<file path="config.mk">
export PLATFORM = sky130hd
export DESIGN_NAME = motor_ctrl_top
export DESIGN_NICKNAME = d
export VERILOG_FILES = /design/src/rtl/motor_pkg.sv /design/src/rtl/motor_ctrl_top.sv /design/src/rtl/pwm_channel.sv /design/src/rtl/motor_cmd_parser.sv
export SDC_FILE = /design/constraint.sdc
export NUM_CORES = 1
export LEC_CHECK = 0
export BUFFER_PORTS_ARGS = -buffer_cell sky130_fd_sc_hd__buf_4
export CORE_ASPECT_RATIO = 2
export CORE_MARGIN = 1
export CORE_UTILIZATION = 65
export DETAILED_ROUTE_END_ITERATION = 12
export PLACE_DENSITY = 0.86
export SLEW_MARGIN = 20
export SYNTH_ARGS = -nofsm -noshare
export SYNTH_HDL_FRONTEND = slang
export SYNTH_HIERARCHICAL = 1
export SYNTH_SLANG_ARGS = --single-unit
</file>
<file path="constraint.sdc">
create_clock -name clk -period 6.45 [get_ports clk]
set_input_delay 1.29 -clock clk [delete_from_list [all_inputs] [get_ports clk]]
set_output_delay 1.29 -clock clk [all_outputs]
set_load 0.02 [all_outputs]
</file>
<file path="src/rtl/motor_pkg.sv">
package motor_pkg;

    // Channel count and word sizes
    localparam int n_motors = 2;
    localparam int duty_w   = 16;   // Duty, PSC and CCR all share this width
    localparam int byte_w   = 8;

    // Signed duty as written by the host, unsigned timer settings
    typedef logic signed [duty_w-1:0] duty_t;
    typedef logic        [duty_w-1:0] cfg_t;

    // Command headers. The same byte is echoed back as the acknowledge
    localparam logic [byte_w-1:0] hdr_motor0 = 8'hAA;
    localparam logic [byte_w-1:0] hdr_motor1 = 8'hBB;
    localparam logic [byte_w-1:0] hdr_psc    = 8'hCC;
    localparam logic [byte_w-1:0] hdr_ccr    = 8'hDD;

    // Timer values after reset
    localparam cfg_t psc_default = 16'd99;
    localparam cfg_t ccr_default = 16'd999;

    // H-bridge direction codes, 2'b11 would short the bridge
    localparam logic [1:0] dir_fwd  = 2'b10;
    localparam logic [1:0] dir_rev  = 2'b01;
    localparam logic [1:0] dir_stop = 2'b00;

endpackage
</file>
<file path="src/rtl/motor_ctrl_top.sv">
`timescale 1ns/1ps

module motor_ctrl_top (
    input  logic                               clk,
    input  logic                               rst_n,
    input  logic [motor_pkg::byte_w-1:0]       cmd_data,
    input  logic                               cmd_valid,
    input  logic                               tx_busy,
    output logic [motor_pkg::byte_w-1:0]       ack_data,
    output logic                               ack_valid,
    output logic [motor_pkg::n_motors-1:0]     pwm_out,
    output logic [2*motor_pkg::n_motors-1:0]   motor_dir
);
    import motor_pkg::*;

    duty_t duty_bus [n_motors];   // One signed duty per channel
    cfg_t  psc;
    cfg_t  ccr;

    motor_cmd_parser u_motor_cmd_parser (
        .clk       (clk),
        .rst_n     (rst_n),
        .cmd_data  (cmd_data),
        .cmd_valid (cmd_valid),
        .tx_busy   (tx_busy),
        .ack_data  (ack_data),
        .ack_valid (ack_valid),
        .duty      (duty_bus),
        .psc       (psc),
        .ccr       (ccr)
    );

    // Channels share PSC and CCR, each gets its own duty
    for (genvar i = 0; i < n_motors; i++) begin : g_ch
        pwm_channel u_pwm_channel (
            .clk       (clk),
            .rst_n     (rst_n),
            .duty      (duty_bus[i]),
            .psc       (psc),
            .ccr       (ccr),
            .pwm_out   (pwm_out[i]),
            .motor_dir (motor_dir[2*i +: 2])   // Motor i owns bits 2i+1:2i
        );
    end

endmodule

</file>
<file path="src/rtl/pwm_channel.sv">
`timescale 1ns/1ps

module pwm_channel (
    input  logic             clk,
    input  logic             rst_n,
    input  motor_pkg::duty_t duty,
    input  motor_pkg::cfg_t  psc,
    input  motor_pkg::cfg_t  ccr,
    output logic             pwm_out,
    output logic [1:0]       motor_dir
);
    import motor_pkg::*;

    cfg_t                   psc_cnt;
    cfg_t                   per_cnt;
    cfg_t                   duty_mag;    // Magnitude in use for this period
    cfg_t                   duty_abs;
    logic signed [duty_w:0] duty_wide;
    logic signed [duty_w:0] duty_neg;
    logic                   tick;
    logic                   period_end;

    // Compare with >= so a smaller PSC or CCR takes hold at once
    assign tick       = (psc_cnt >= psc);
    assign period_end = tick && (per_cnt >= ccr);

    // 17 bits so that -32768 still has a magnitude
    assign duty_wide = {duty[duty_w-1], duty};
    assign duty_neg  = -duty_wide;
    assign duty_abs  = duty[duty_w-1] ? duty_neg[duty_w-1:0] : duty_wide[duty_w-1:0];

    // Prescaler ticks once every psc+1 clocks
    always_ff @(posedge clk or negedge rst_n) begin
        if (!rst_n) begin
            psc_cnt <= '0;
        end else if (tick) begin
            psc_cnt <= '0;
        end else begin
            psc_cnt <= psc_cnt + cfg_t'(1);
        end
    end

    // Period counter 0..ccr
    always_ff @(posedge clk or negedge rst_n) begin
        if (!rst_n) begin
            per_cnt <= '0;
        end else if (period_end) begin
            per_cnt <= '0;
        end else if (tick) begin
            per_cnt <= per_cnt + cfg_t'(1);
        end
    end

    // Duty and direction only change at a period boundary
    always_ff @(posedge clk or negedge rst_n) begin
        if (!rst_n) begin
            duty_mag  <= '0;
            motor_dir <= dir_stop;
        end else if (period_end) begin
            duty_mag <= duty_abs;
            if (duty == '0) begin
                motor_dir <= dir_stop;
            end else if (duty[duty_w-1]) begin
                motor_dir <= dir_rev;
            end else begin
                motor_dir <= dir_fwd;
            end
        end
    end

    // High for |duty| counts of each period
    assign pwm_out = (per_cnt < duty_mag);

endmodule

</file>
<file path="src/rtl/motor_cmd_parser.sv">
`timescale 1ns/1ps

module motor_cmd_parser (
    input  logic                          clk,
    input  logic                          rst_n,
    input  logic [motor_pkg::byte_w-1:0]  cmd_data,
    input  logic                          cmd_valid,
    input  logic                          tx_busy,
    output logic [motor_pkg::byte_w-1:0]  ack_data,
    output logic                          ack_valid,
    output motor_pkg::duty_t              duty [motor_pkg::n_motors],
    output motor_pkg::cfg_t               psc,
    output motor_pkg::cfg_t               ccr
);
    import motor_pkg::*;

    typedef enum logic [1:0] {
        st_header,
        st_high,
        st_low
    } state_t;

    state_t               state;
    logic [byte_w-1:0]    cur_hdr;       // Header of the command in flight
    logic [byte_w-1:0]    high_byte;
    logic [duty_w-1:0]    word;          // Payload assembled on the low byte
    duty_t                duty_clamped;
    logic                 hdr_known;
    logic                 cmd_done;

    // Limit a requested duty to +/- limit. One extra bit keeps a large
    // unsigned CCR from turning negative in the compare
    function automatic duty_t clamp_duty(input duty_t value, input cfg_t limit);
        logic signed [duty_w:0] wide;
        logic signed [duty_w:0] lim;
        logic signed [duty_w:0] neg_lim;
        duty_t                  result;
        begin
            wide    = {value[duty_w-1], value};
            lim     = $signed({1'b0, limit});
            neg_lim = -lim;
            if (wide > lim) begin
                result = lim[duty_w-1:0];
            end else if (wide < neg_lim) begin
                result = neg_lim[duty_w-1:0];
            end else begin
                result = value;
            end
            return result;
        end
    endfunction

    assign hdr_known = cmd_data inside {hdr_motor0, hdr_motor1, hdr_psc, hdr_ccr};
    assign cmd_done  = cmd_valid && (state == st_low);
    assign word      = {high_byte, cmd_data};

    // Clamp uses the CCR held right now, not one arriving later
    assign duty_clamped = clamp_duty($signed(word), ccr);

    // Byte sequencer
    always_ff @(posedge clk or negedge rst_n) begin
        if (!rst_n) begin
            state   <= st_header;
            cur_hdr <= '0;
        end else if (cmd_valid) begin
            case (state)
                st_header: begin
                    if (hdr_known) begin    // Anything else is skipped
                        cur_hdr <= cmd_data;
                        state   <= st_high;
                    end
                end
                st_high: begin
                    state <= st_low;
                end
                default: begin
                    state <= st_header;     // Low byte closes the command
                end
            endcase
        end
    end

    always_ff @(posedge clk) begin
        if (cmd_valid && (state == st_high)) begin
            high_byte <= cmd_data;
        end
    end

    // Configuration registers, written on the low byte only
    always_ff @(posedge clk or negedge rst_n) begin
        if (!rst_n) begin
            for (int m = 0; m < n_motors; m++) begin
                duty[m] <= '0;
            end
            psc <= psc_default;
            ccr <= ccr_default;
        end else if (cmd_done) begin
            case (cur_hdr)
                hdr_motor0: duty[0] <= duty_clamped;
                hdr_motor1: duty[1] <= duty_clamped;
                hdr_psc:    psc     <= word;
                hdr_ccr:    ccr     <= word;
                default: begin
                end
            endcase
        end
    end

    // Single-entry acknowledge holding register.
    // A command finishing while a byte is still held loses its ack
    always_ff @(posedge clk or negedge rst_n) begin
        if (!rst_n) begin
            ack_valid <= 1'b0;
        end else if (cmd_done && !ack_valid) begin
            ack_valid <= 1'b1;
        end else if (ack_valid && !tx_busy) begin
            ack_valid <= 1'b0;              // Transfer taken this cycle
        end
    end

    always_ff @(posedge clk) begin
        if (cmd_done && !ack_valid) begin
            ack_data <= cur_hdr;
        end
    end

endmodule

</file>
==> results of run 1 <==
## per-stage QoR
stage                     setup slack, ps  power (mW)  cells  cell area (sq um)
after floorplan                      2840        1.44   1302              12400
after global placement               2020        1.53   1556              12800
after CTS                            1940        2.68   1588              13400
after global routing                 1570        2.75   1588              13400
final                                1870        2.68   1588              13400
after detailed placement             1960        1.55   1556              12800
## how the worst max path moves through the flow
stage	startpoint	slack, ps	endpoint	cells after the start
2_1_floorplan	u_motor_cmd_parser/ccr[0]	2840	u_motor_cmd_parser/duty[15]	17
3_3_place_gp	u_motor_cmd_parser/ccr[0]	2020	u_motor_cmd_parser/duty[14]	13
3_5_place_dp	u_motor_cmd_parser/ccr[0]	1960	u_motor_cmd_parser/duty[14]	14
4_1_cts	u_motor_cmd_parser/ccr[0]	1940	u_motor_cmd_parser/duty[14]	14
5_1_grt	u_motor_cmd_parser/ccr[0]	1570	u_motor_cmd_parser/duty[14]	14
6_report	u_motor_cmd_parser/ccr[0]	1870	u_motor_cmd_parser/duty[14]	13
## final cells by class
type / count / area [sq um] / area share, %
well taps: 255 / 319 / 2.37
clock inverters: 14 / 181 / 1.35
inverters: 134 / 503 / 3.74
multi-input cells: 942 / 6860 / 51.0
clock buffers: 18 / 450 / 3.35
repair buffers: 34 / 259 / 1.93
flip-flops and latches: 191 / 4870 / 36.3
## power groups by stage
stage / Clock, mW / Sequential, mW / Combinational [mW]
2_1_floorplan: 0 / 1.31 / 0.131
3_3_place_gp: 0 / 1.33 / 0.202
3_5_place_dp: 0 / 1.33 / 0.214
4_1_cts: 1.15 / 1.31 / 0.218
5_1_grt: 1.19 / 1.32 / 0.246
6_report: 1.15 / 1.31 / 0.219
## flip-flops by register name, summed over array words and instances (netlist names)
| name | cells |
|---|---|
| u_motor_cmd_parser/psc | 16 |
| u_motor_cmd_parser/ack_data | 8 |
| u_motor_cmd_parser/ack_valid | 1 |
| u_motor_cmd_parser/state | 2 |
| g_ch.u_pwm_channel/motor_dir | 4 |
| g_ch.u_pwm_channel/per_cnt | 32 |
| u_motor_cmd_parser/high_byte | 8 |
| u_motor_cmd_parser/cur_hdr | 8 |
| u_motor_cmd_parser/duty | 32 |
| u_motor_cmd_parser/ccr | 16 |
| g_ch.u_pwm_channel/duty_mag | 32 |
| g_ch.u_pwm_channel/psc_cnt | 32 |
## metal layers
layer	wire, um	up-vias
met2	18000	412
met5	0	-
met4	3420	0
li1	-	4668
met3	1800	184
met1	12000	5104
## cells in the final DEF (no fill, tap or decap), types with 4 or more instances in the layout
master,count
dfrtp_1,163
inv_1,134
ha_1,134
nand2_1,124
nor2_1,104
o21ai_0,77
a21oi_1,45
xor2_1,39
nand3_1,33
mux2_2,33
buf_4,33
mux2i_1,31
xnor2_1,29
a22o_1,26
nor3_1,22
and3_1,21
nor2b_1,19
nand4_1,19
o221ai_1,19
clkbuf_16,18
a21o_1,18
edfxtp_1,16
nand2b_1,13
dfstp_2,12
nor4_1,11
a311oi_1,10
a211oi_1,9
o31ai_1,9
and4_1,7
and2_1,6
a211o_1,6
clkinvlp_4,5
o41ai_1,4
nor4bb_1,4
## critical path: cells and delay by family, from the launching register on
| kind | cells | cell delay [ps] |
|---|---|---|
| adders and majority gates | 2 | 610 |
| AOI/OAI and AO/OA | 5 | 1960 |
| DFF | 1 | 420 |
| xor gates and xnor gates | 1 | 410 |
| and+or+nand+nor | 4 | 930 |
| buffers and inverters | 1 | 110 |
## cells by family after synthesis
| logic type | Yosys count |
|---|---|
| simple gates | 409 |
| buf+inv | 169 |
| flops | 191 |
| mux | 64 |
| compound gates | 267 |
| fa+ha+maj | 134 |
| xor+xnor | 68 |
==> flow_metrics.tcl, run 1 <==
set metrics [dict create \
    drtIter0Drc 790 \
    clock_latency_ps 470 \
    cts_made_buffers 17 \
    antenna_found_initial 0 \
    chipHeight_um 198 \
    synth_cells 1302 \
    port_buffers 26 \
    min-delay-start "u_motor_cmd_parser/cur_hdr[3]" \
    tns_ps 0 \
    use_met2_pct 65.8 \
    cts_tree "yes" \
    final_hold_viol_count 0 \
    pwr-share-seq_pct 49.0 \
    path_cells "inv_1, ha_1, nor3b_2, nand3_1, xnor2_1, ha_1, a211oi_1, nor2_1, a2111o_1, a21oi_2, nor2_1, o211a_1, o41ai_1" \
    clk_pin_slew_ps 80 \
    ys_ff_latch 191 \
    max_clock_freq_ghz 0.219 \
    n_antenna_cell 0 \
    synth.area.top_cells "dfrtp_1 (33%), ha_1 (13%), inv_1 (4.0%)" \
    yosysUniqueCellTypes 78 \
    rsz0062_at_grt "no" \
    synth.most_common_cell "dfrtp_1" \
    reg2reg_from "u_motor_cmd_parser/ccr[0]" \
    p_clk_share_pct 42.8 \
    worst_setup_path_start_kind "flip-flop" \
    die_x_um 99.8 \
    drtAntennaViolNets 0 \
    firstDrtPassIters 6 \
    finalCriticalPeriod_ps 4580 \
    busiest_layer "met2" \
    synth_top_cell_by_area "dfrtp_1" \
    synth_common_cells "dfrtp_1 (163), ha_1 (134), inv_1 (134)" \
    status "finished clean" \
    slew_headroom_pct 28.2 \
    muxShareOfSynthArea_pct 5.49 \
    wl_per_cell_um 22.2 \
    nets 1466 \
    synth_flop_cell "dfrtp_1" \
    rrSetupSlack_ps 1870 \
    syn-num-nets 1448 \
    use_met3_pct 7.93 \
    p_per_area_mw_per_mm2 199 \
    crit_fanout 14 \
    htree_levels 4 \
    overflow 0 \
    synth_top_family_by_area "simple AND/OR/NAND/NOR gates" \
    drive_gt1_share_pct 10.6 \
    hold_slack_ps 469 \
    cpMaxStageDelayCell "a21oi_2" \
    cp.required_ps 6790 \
    cts.sinks 191 \
    die_area_sq_mm 0.0197 \
    synthAdderAreaFrac_pct 13.5 \
    ff2ff_path_depth 13 \
    synth_compound_area_share_pct 15.0 \
    post_cts_buffers 0 \
    report.final.slew_viol_count 0 \
    coreArea_sq_mm 0.0187 \
    crit_type "flip-flop to flip-flop" \
    worstHoldPathType "flip-flop to flip-flop" \
    max_stage_delay_ps 710 \
    synth_seq_area_share_pct 39.2 \
    drc 0 \
    cts.path.max_buffers 2 \
    finalWirelength_mm 35.3 \
    grt_pass1_wl_mm 55.5 \
    nFillCells 1376 \
    internal_power_mw 1.99 \
    switching_share_pct 25.9 \
    gp_routability_congestion 1.04 \
    tightest_slew_ps 1070 \
    avgViaCountPerCell 6.53 \
    yosys.area_share.simple_pct 16.3 \
    yosysTopAreaCellShare_pct 32.8 \
    ctsResizeCount 0 \
    cts_root_buf "clkbuf_16" \
    vdd_drop_max_v 0.000237 \
    hold-path-cell-count 0 \
    cap_violations 0 \
    netlist_area_sq_mm 0.0124 \
    cts_hold_buf 0 \
    report.final.setup_viol 0 \
    endpoint_kind "flip-flop" \
    async_flop_share_pct 91.6 \
    switchingPower_mw 0.695 \
    syn_to_final_growth_pct 8.17 \
    holdPathEnd "u_motor_cmd_parser/ack_data[3]" \
    avgSynthCellArea_sq_um 9.55 \
    grt_pass1_vias 10400 \
    final_util_pct 71.7 \
    initial_core_util_pct 66.3 \
    grt_max_degree 98 \
    min_period_over_period_pct 71.0 \
    skew_ps 9.64 \
    groute.usage.overall_pct 37.8 \
    power_frac_comb_pct 8.2 \
    r2r-end "u_motor_cmd_parser/duty[14]" \
    arrival_ps 4920 \
    placementRows 71 \
    p_leak_nw 6.71 \
    synth_xor_area_share_pct 4.79 \
    grtUsageMet1_pct 37.8 \
    synth-edff-count 16 \
    synth_warnings 6 \
    vias 10400 \
    dp_hpwl_mm 25.8 \
    io-pin-count 27 \
]
Note: power is estimated with default switching activity, not from simulation.
==> inputs of run 2 (changes only) <==
--- a/config.mk
+++ b/config.mk
@@ -5,12 +5,13 @@
 export SDC_FILE = /design/constraint.sdc
 export NUM_CORES = 1
 export LEC_CHECK = 0
+export ABC_AREA = 1
 export BUFFER_PORTS_ARGS = -buffer_cell sky130_fd_sc_hd__buf_4
 export CORE_ASPECT_RATIO = 2
 export CORE_MARGIN = 1
-export CORE_UTILIZATION = 65
+export CORE_UTILIZATION = 58
 export DETAILED_ROUTE_END_ITERATION = 12
-export PLACE_DENSITY = 0.86
+export PLACE_DENSITY = 0.81
 export SLEW_MARGIN = 20
 export SYNTH_ARGS = -nofsm -noshare
 export SYNTH_HDL_FRONTEND = slang
==> constraint.sdc (replaced) <==
create_clock -name clk -period 3.85 [get_ports clk]
set_input_delay 0.77 -clock clk [delete_from_list [all_inputs] [get_ports clk]]
set_output_delay 0.77 -clock clk [all_outputs]
set_load 0.02 [all_outputs]
==> run 2 against run 1 <==
- fmax rose by 41%
- clock power rose by 63%
- first-iteration DRC count rose by 8.0%
- setup slack got worse by 1300 ps
- area after synthesis rose by 11%
- power rose by 78%
- critical path type unchanged
- largest power group unchanged
- highest routed layer unchanged
==> flow_metrics.tcl, run 2 <==
set metrics [dict create \
    die_x_um 111 \
    io-pin-count 27 \
    cts_made_buffers 17 \
    synth_flop_cell "dfrtp_1" \
    min_period_over_period_pct 84.1 \
    drtIter0Drc 853 \
    report.final.setup_viol 0 \
    avgSynthCellArea_sq_um 7.44 \
    initial_core_util_pct 59.3 \
    firstDrtPassIters 5 \
    rrSetupSlack_ps 610 \
    endpoint_kind "flip-flop" \
    cts.sinks 191 \
    tightest_slew_ps 761 \
    synth-edff-count 16 \
    yosysTopAreaCellShare_pct 29.5 \
    cts_root_buf "clkbuf_16" \
    final_hold_viol_count 0 \
    drtAntennaViolNets 0 \
    yosysUniqueCellTypes 40 \
    grt_pass1_wl_mm 61.7 \
    muxShareOfSynthArea_pct 0 \
    clock_latency_ps 460 \
    synthAdderAreaFrac_pct 12.1 \
    crit_type "flip-flop to flip-flop" \
    status "finished clean" \
    syn_to_final_growth_pct 6.54 \
    r2r-end "u_motor_cmd_parser/duty[26]" \
    n_antenna_cell 0 \
    ctsResizeCount 0 \
    synth.most_common_cell "nand2_1" \
    layout_common_cells "nand2_1 (557), inv_1 (292), dfrtp_1 (163), nand3_1 (140), ha_1 (134)" \
    avgViaCountPerCell 5.64 \
    rsz0062_at_grt "no" \
    drc 0 \
    finalCriticalPeriod_ps 3240 \
    synth_cells 1860 \
    cp.required_ps 4190 \
    crit_fanout 15 \
    arrival_ps 3580 \
    yosys.area_share.simple_pct 33.0 \
    cts_hold_buf 0 \
    coreArea_sq_mm 0.0233 \
    p_per_area_mw_per_mm2 324 \
    placementRows 79 \
    port_buffers 26 \
    nFillCells 2068 \
    tns_ps 0 \
    ys_ff_latch 191 \
    final_common_cell "nand2_1" \
    netlist_area_sq_mm 0.0138 \
    vdd_drop_max_v 0.000320 \
    synth_xor_area_share_pct 3.61 \
    wl_per_cell_um 18.0 \
    reg2reg_from "u_motor_cmd_parser/ccr[0]" \
    slew_headroom_pct 49.3 \
    nets 2019 \
    dp_hpwl_mm 30.1 \
    worst_setup_path_start_kind "flip-flop" \
    clk_pin_slew_ps 70 \
    drive_gt1_share_pct 9.07 \
    max_clock_freq_ghz 0.309 \
    ff2ff_path_depth 19 \
    synth_common_cells "nand2_1 (557), inv_1 (292), dfrtp_1 (163)" \
    synth_top_family_by_area "simple AND/OR/NAND/NOR gates" \
    cts.path.max_buffers 2 \
    htree_levels 4 \
    antenna_found_initial 0 \
    post_cts_buffers 0 \
    groute.usage.overall_pct 33.2 \
    cap_violations 0 \
    synth_warnings 6 \
    async_flop_share_pct 91.6 \
    synth_top_cell_by_area "dfrtp_1" \
    synth_seq_area_share_pct 35.2 \
    chipHeight_um 220 \
    grt_max_degree 65 \
    final_util_pct 63.2 \
    synth.area.top_cells "dfrtp_1 (29%), nand2_1 (15%), ha_1 (12%)" \
    finalWirelength_mm 39.0 \
    cts_tree "yes" \
    die_area_sq_mm 0.0245 \
    skew_ps 15.4 \
    gp_routability_congestion 1.01 \
    vias 12200 \
    hold_slack_ps 244 \
    synth_compound_area_share_pct 5.15 \
    worstHoldPathType "input port to asynchronous set/reset pin" \
    overflow 0 \
    report.final.slew_viol_count 0 \
    p_leak_nw 7.79 \
    grt_pass1_vias 11900 \
    syn-num-nets 2006 \
]
==> run 2: area by class of cell <==
class | instances | area, sq um | area share, %
multi-input cells | 1318 | 7460 | 50.6
flip-flops and latches | 191 | 4870 | 33.1
inverters | 310 | 1180 | 7.97
clock buffers | 22 | 444 | 3.01
well taps | 283 | 354 | 2.40
repair buffers | 35 | 279 | 1.89
clock inverters | 10 | 163 | 1.10
==> run 2: report_power, final <==
part           switching (mW)  internal, mW
Combinational           0.549         0.193
Clock                   0.790          1.09
Sequential             0.0751          2.09
Total                    1.41          3.37
==> run 2: critical path: stages (launching register included) <==
cell and delay (ps):
dfstp_2 590, inv_1 90, ha_1 230, nand3_1 200
nor2_1 140, nand3_1 100, xor2_1 250, ha_1 300
nand2_1 70, nand2_1 40, nand2_1 50, nand2_1 70
nand2_1 60, nand2_1 50, nor2_2 130, nand3_1 160
nand2_4 270, nand3_1 140, nand4_1 120, nand2_1 50
==> run 2: how the worst max path moves through the flow <==
stage | cells after the start | slack (ps) | end | startpoint
4_1_cts | 19 | 610 | u_motor_cmd_parser/duty[26] | u_motor_cmd_parser/ccr[0]
3_5_place_dp | 19 | 620 | u_motor_cmd_parser/duty[10] | u_motor_cmd_parser/ccr[0]
2_1_floorplan | 20 | 1110 | u_motor_cmd_parser/duty[27] | u_motor_cmd_parser/ccr[0]
5_1_grt | 20 | 310 | u_motor_cmd_parser/duty[30] | u_motor_cmd_parser/ccr[0]
3_3_place_gp | 19 | 700 | u_motor_cmd_parser/duty[26] | u_motor_cmd_parser/ccr[0]
6_report | 19 | 610 | u_motor_cmd_parser/duty[26] | u_motor_cmd_parser/ccr[0]
==> run 2: layer usage <==
metal	wire (um)	part of all wire [%]	vias up	track usage [%]
li1	-	-	5952	-
met5	0	0	-	0
met4	3250	8.3	0	27.3
met2	20500	53	403	62.0
met3	1510	3.9	150	4.46
met1	13700	35	5726	32.6
==> run 2: through the flow <==
step                      cells  setup slack (ps)  cell area (sq um)  power [mW]
after global routing       2169               312              14700        4.96
after detailed placement   2137               625              14100        2.93
final                      2169               613              14700        4.78
after global placement     2137               695              14100        2.92
after CTS                  2169               614              14700        4.81
after floorplan            1860              1110              13800        2.74
==> run 2: cell families after synthesis <==
group | count (synthesis)
compound gates | 130
xor+xnor | 57
fa+ha+maj | 134
buf+inv | 351
flops | 191
simple gates | 997
==> inputs of run 3 (changes only) <==
--- a/config.mk
+++ b/config.mk
@@ -5,13 +5,13 @@
 export SDC_FILE = /design/constraint.sdc
 export NUM_CORES = 1
 export LEC_CHECK = 0
-export ABC_AREA = 1
+export ABC_AREA = 0
 export BUFFER_PORTS_ARGS = -buffer_cell sky130_fd_sc_hd__buf_4
 export CORE_ASPECT_RATIO = 2
 export CORE_MARGIN = 1
-export CORE_UTILIZATION = 58
+export CORE_UTILIZATION = 64
 export DETAILED_ROUTE_END_ITERATION = 12
-export PLACE_DENSITY = 0.81
+export PLACE_DENSITY = 0.85
 export SLEW_MARGIN = 20
 export SYNTH_ARGS = -nofsm -noshare
 export SYNTH_HDL_FRONTEND = slang
==> constraint.sdc (replaced) <==
create_clock -name clk -period 3.3 [get_ports clk]
set_input_delay 0.66 -clock clk [delete_from_list [all_inputs] [get_ports clk]]
set_output_delay 0.66 -clock clk [all_outputs]
set_load 0.02 [all_outputs]
==> run 3 against run 2 <==
- the run now ends with negative setup slack left
- clock power increased by 14%
- global-route usage increased by 5.6 points
- via count decreased by 13%
- first-iteration DRC count decreased by 23%
- clock skew decreased by 4.1 ps
- non-clock buffer count increased by 102
- critical path type unchanged
==> flow_metrics.tcl, run 3 (synthesized netlist as in run 1, its figures left out) <==
set metrics [dict create \
    status "finished with violations" \
    failed_checks "negative setup slack" \
    syn_to_final_growth_pct 17.9 \
    vias 10700 \
    drtIter0Drc 660 \
    crit_type "flip-flop to flip-flop" \
    overflow 0 \
    endpoint_kind "flip-flop" \
    min_period_over_period_pct 106 \
    die_x_um 101 \
    placementRows 71 \
    initial_core_util_pct 65.7 \
    n_antenna_cell 0 \
    power_frac_comb_pct 8.9 \
    p_leak_nw 7.35 \
    cp.required_ps 3640 \
    worst_setup_path_start_kind "flip-flop" \
    rsz0062_at_grt "yes" \
    vdd_drop_max_v 0.000485 \
    io-pin-count 27 \
    cts.sinks 191 \
    max_clock_freq_ghz 0.287 \
    gp_routability_congestion 0.983 \
    coreArea_sq_mm 0.0189 \
    tightest_slew_ps 901 \
    firstDrtPassIters 5 \
    cpMaxStageDelayCell "or3_4" \
    crit_fanout 8 \
    skew_ps 11.3 \
    grtUsageMet1_pct 35.7 \
    reg2reg_from "u_motor_cmd_parser/ccr[1]" \
    switching_share_pct 23.9 \
    clk_pin_slew_ps 70 \
    cts_made_buffers 17 \
    wl_per_cell_um 21.6 \
    drive_gt1_share_pct 20.4 \
    placed_cells 1638 \
    clock_latency_ps 460 \
    finalWirelength_mm 36.5 \
    pwr-share-seq_pct 49.4 \
    busiest_layer "met2" \
    use_met3_pct 8.29 \
    fin_ws_ps -184 \
    ff2ff_path_depth 15 \
    slew_headroom_pct 39.8 \
    arrival_ps 3820 \
    final_hold_viol_count 0 \
    crit_path_frequent_cell "buf_6" \
    final_common_cell "dfrtp_1" \
    cts_root_buf "clkbuf_16" \
    drc 0 \
    internal_power_mw 3.93 \
    cp_top_family "simple AND/OR/NAND/NOR gates" \
    report.final.slew_viol_count 0 \
    grt_max_degree 60 \
    grt_pass1_vias 11200 \
    rrSetupSlack_ps -180 \
    r2r-end "u_motor_cmd_parser/duty[20]" \
    max_stage_delay_ps 410 \
    antenna_found_initial 0 \
    switchingPower_mw 1.24 \
    groute.usage.overall_pct 38.9 \
    p_per_area_mw_per_mm2 353 \
    die_area_sq_mm 0.0200 \
    path_cells "buf_6, nor4_4, nand3_2, or3_4, xnor2_2, ha_1, nand2_2, nor2_2, a31o_2, buf_6, a21o_4, buf_6, a21o_1, a311oi_2, nor2_1" \
    path_buf_inv 3 \
    port_buffers 26 \
    worstHoldPathType "input port to asynchronous set/reset pin" \
    cts.path.max_buffers 2 \
    cap_violations 0 \
    grt_pass1_wl_mm 57.3 \
    cts_tree "yes" \
    report.final.setup_viol 28 \
    finalCriticalPeriod_ps 3480 \
    final_area_sq_mm 0.0147 \
    chipHeight_um 199 \
    finalNonFillerCells 1693 \
    dpl_cell_area_sq_mm 0.0135 \
    layout_common_cells "dfrtp_1 (162), inv_1 (131), ha_1 (130), buf_4 (124), nand2_1 (122)" \
    dp_hpwl_mm 27.4 \
    final_util_pct 77.5 \
    use_met2_pct 70.4 \
    nets 1571 \
    htree_levels 4 \
    avgViaCountPerCell 6.31 \
    drtAntennaViolNets 0 \
    p_clk_share_pct 41.6 \
]
run 3: cell count changes in the layout (fill, tap and decap cells not counted), moves of 21 or more:
cell	change
nand2_1	-435
a22o_1	+26
nand4_1	-32
nor2_1	-22
mux2_2	+31
mux2i_1	+30
nand3_2	-39
inv_1	-161
o21ai_0	+23
and3_1	+21
buf_4	+91
nand3_1	-110
run 3: worst max-delay path by stage:
stage | to | slack, ps | depth (start not counted) | from
final | u_motor_cmd_parser/duty[20] | -180 | 15 | u_motor_cmd_parser/ccr[1]
after global routing | u_motor_cmd_parser/duty[12] | -270 | 15 | u_motor_cmd_parser/ccr[1]
after detailed placement | u_motor_cmd_parser/duty[14] | -500 | 14 | u_motor_cmd_parser/ccr[0]
after CTS | u_motor_cmd_parser/duty[23] | -120 | 16 | u_motor_cmd_parser/ccr[0]
after global placement | u_motor_cmd_parser/duty[14] | -420 | 13 | u_motor_cmd_parser/ccr[1]
after floorplan | u_motor_cmd_parser/duty[15] | -40 | 17 | u_motor_cmd_parser/ccr[1]
run 3: power groups by stage:
stage	Combinational (mW)	Sequential, mW	Clock, mW
2_1_floorplan	0.256	2.56	0
3_3_place_gp	0.407	2.59	0
3_5_place_dp	0.431	2.60	0
4_1_cts	0.453	2.55	2.19
5_1_grt	0.517	2.56	2.25
6_report	0.462	2.55	2.15
run 3: metal layers:
layer | routed length, um | vias to the layer above
met5 | 0 | -
met4 | 3680 | 0
met3 | 1800 | 211
met2 | 19200 | 429
met1 | 11800 | 5156
li1 | - | 4885
run 3: worst register-to-register path, stage by stage, from the launching register on:
cell      delay [ps]
dfstp_2          380
buf_6            120
nor4_4           310
nand3_2          180
or3_4            410
xnor2_2          150
ha_1             320
nand2_2          110
nor2_2            40
a31o_2           270
buf_6            150
a21o_4           240
buf_6            120
a21o_1           190
a311oi_2         300
nor2_1            80
run 3: through the flow:
| stage | total power [mW] | TNS, ps | hold WS [ps] | worst slack, ps |
|---|---|---|---|---|
| 6_report | 5.17 | -2420 | 179 | -184 |
| 5_1_grt | 5.33 | -5020 | 218 | -265 |
| 4_1_cts | 5.19 | -1720 | 184 | -115 |
| 3_5_place_dp | 3.03 | -9660 | 452 | -496 |
| 3_3_place_gp | 3.00 | -7660 | 451 | -419 |
| 2_1_floorplan | 2.81 | -71.6 | 364 | -35.8 |
run 3: layout make-up:
class                   instances  area (sq um)
flip-flops and latches        191          4880
fillers                      1282          4260
multi-input cells             944          7220
clock buffers                  23           488
well taps                     255           319
inverters                     134           503
repair buffers                137          1120
clock inverters                 9           130
run 3: what timing repair did:
action | 4_1_cts | 5_1_grt
cloned | 1 | 1
pin swaps | 18 | 30
hold buffers | 0 | 0
endpoints found under the setup margin | 34 | 34
setup buffers | 15 | 6
gates resized for setup | 26 | 34
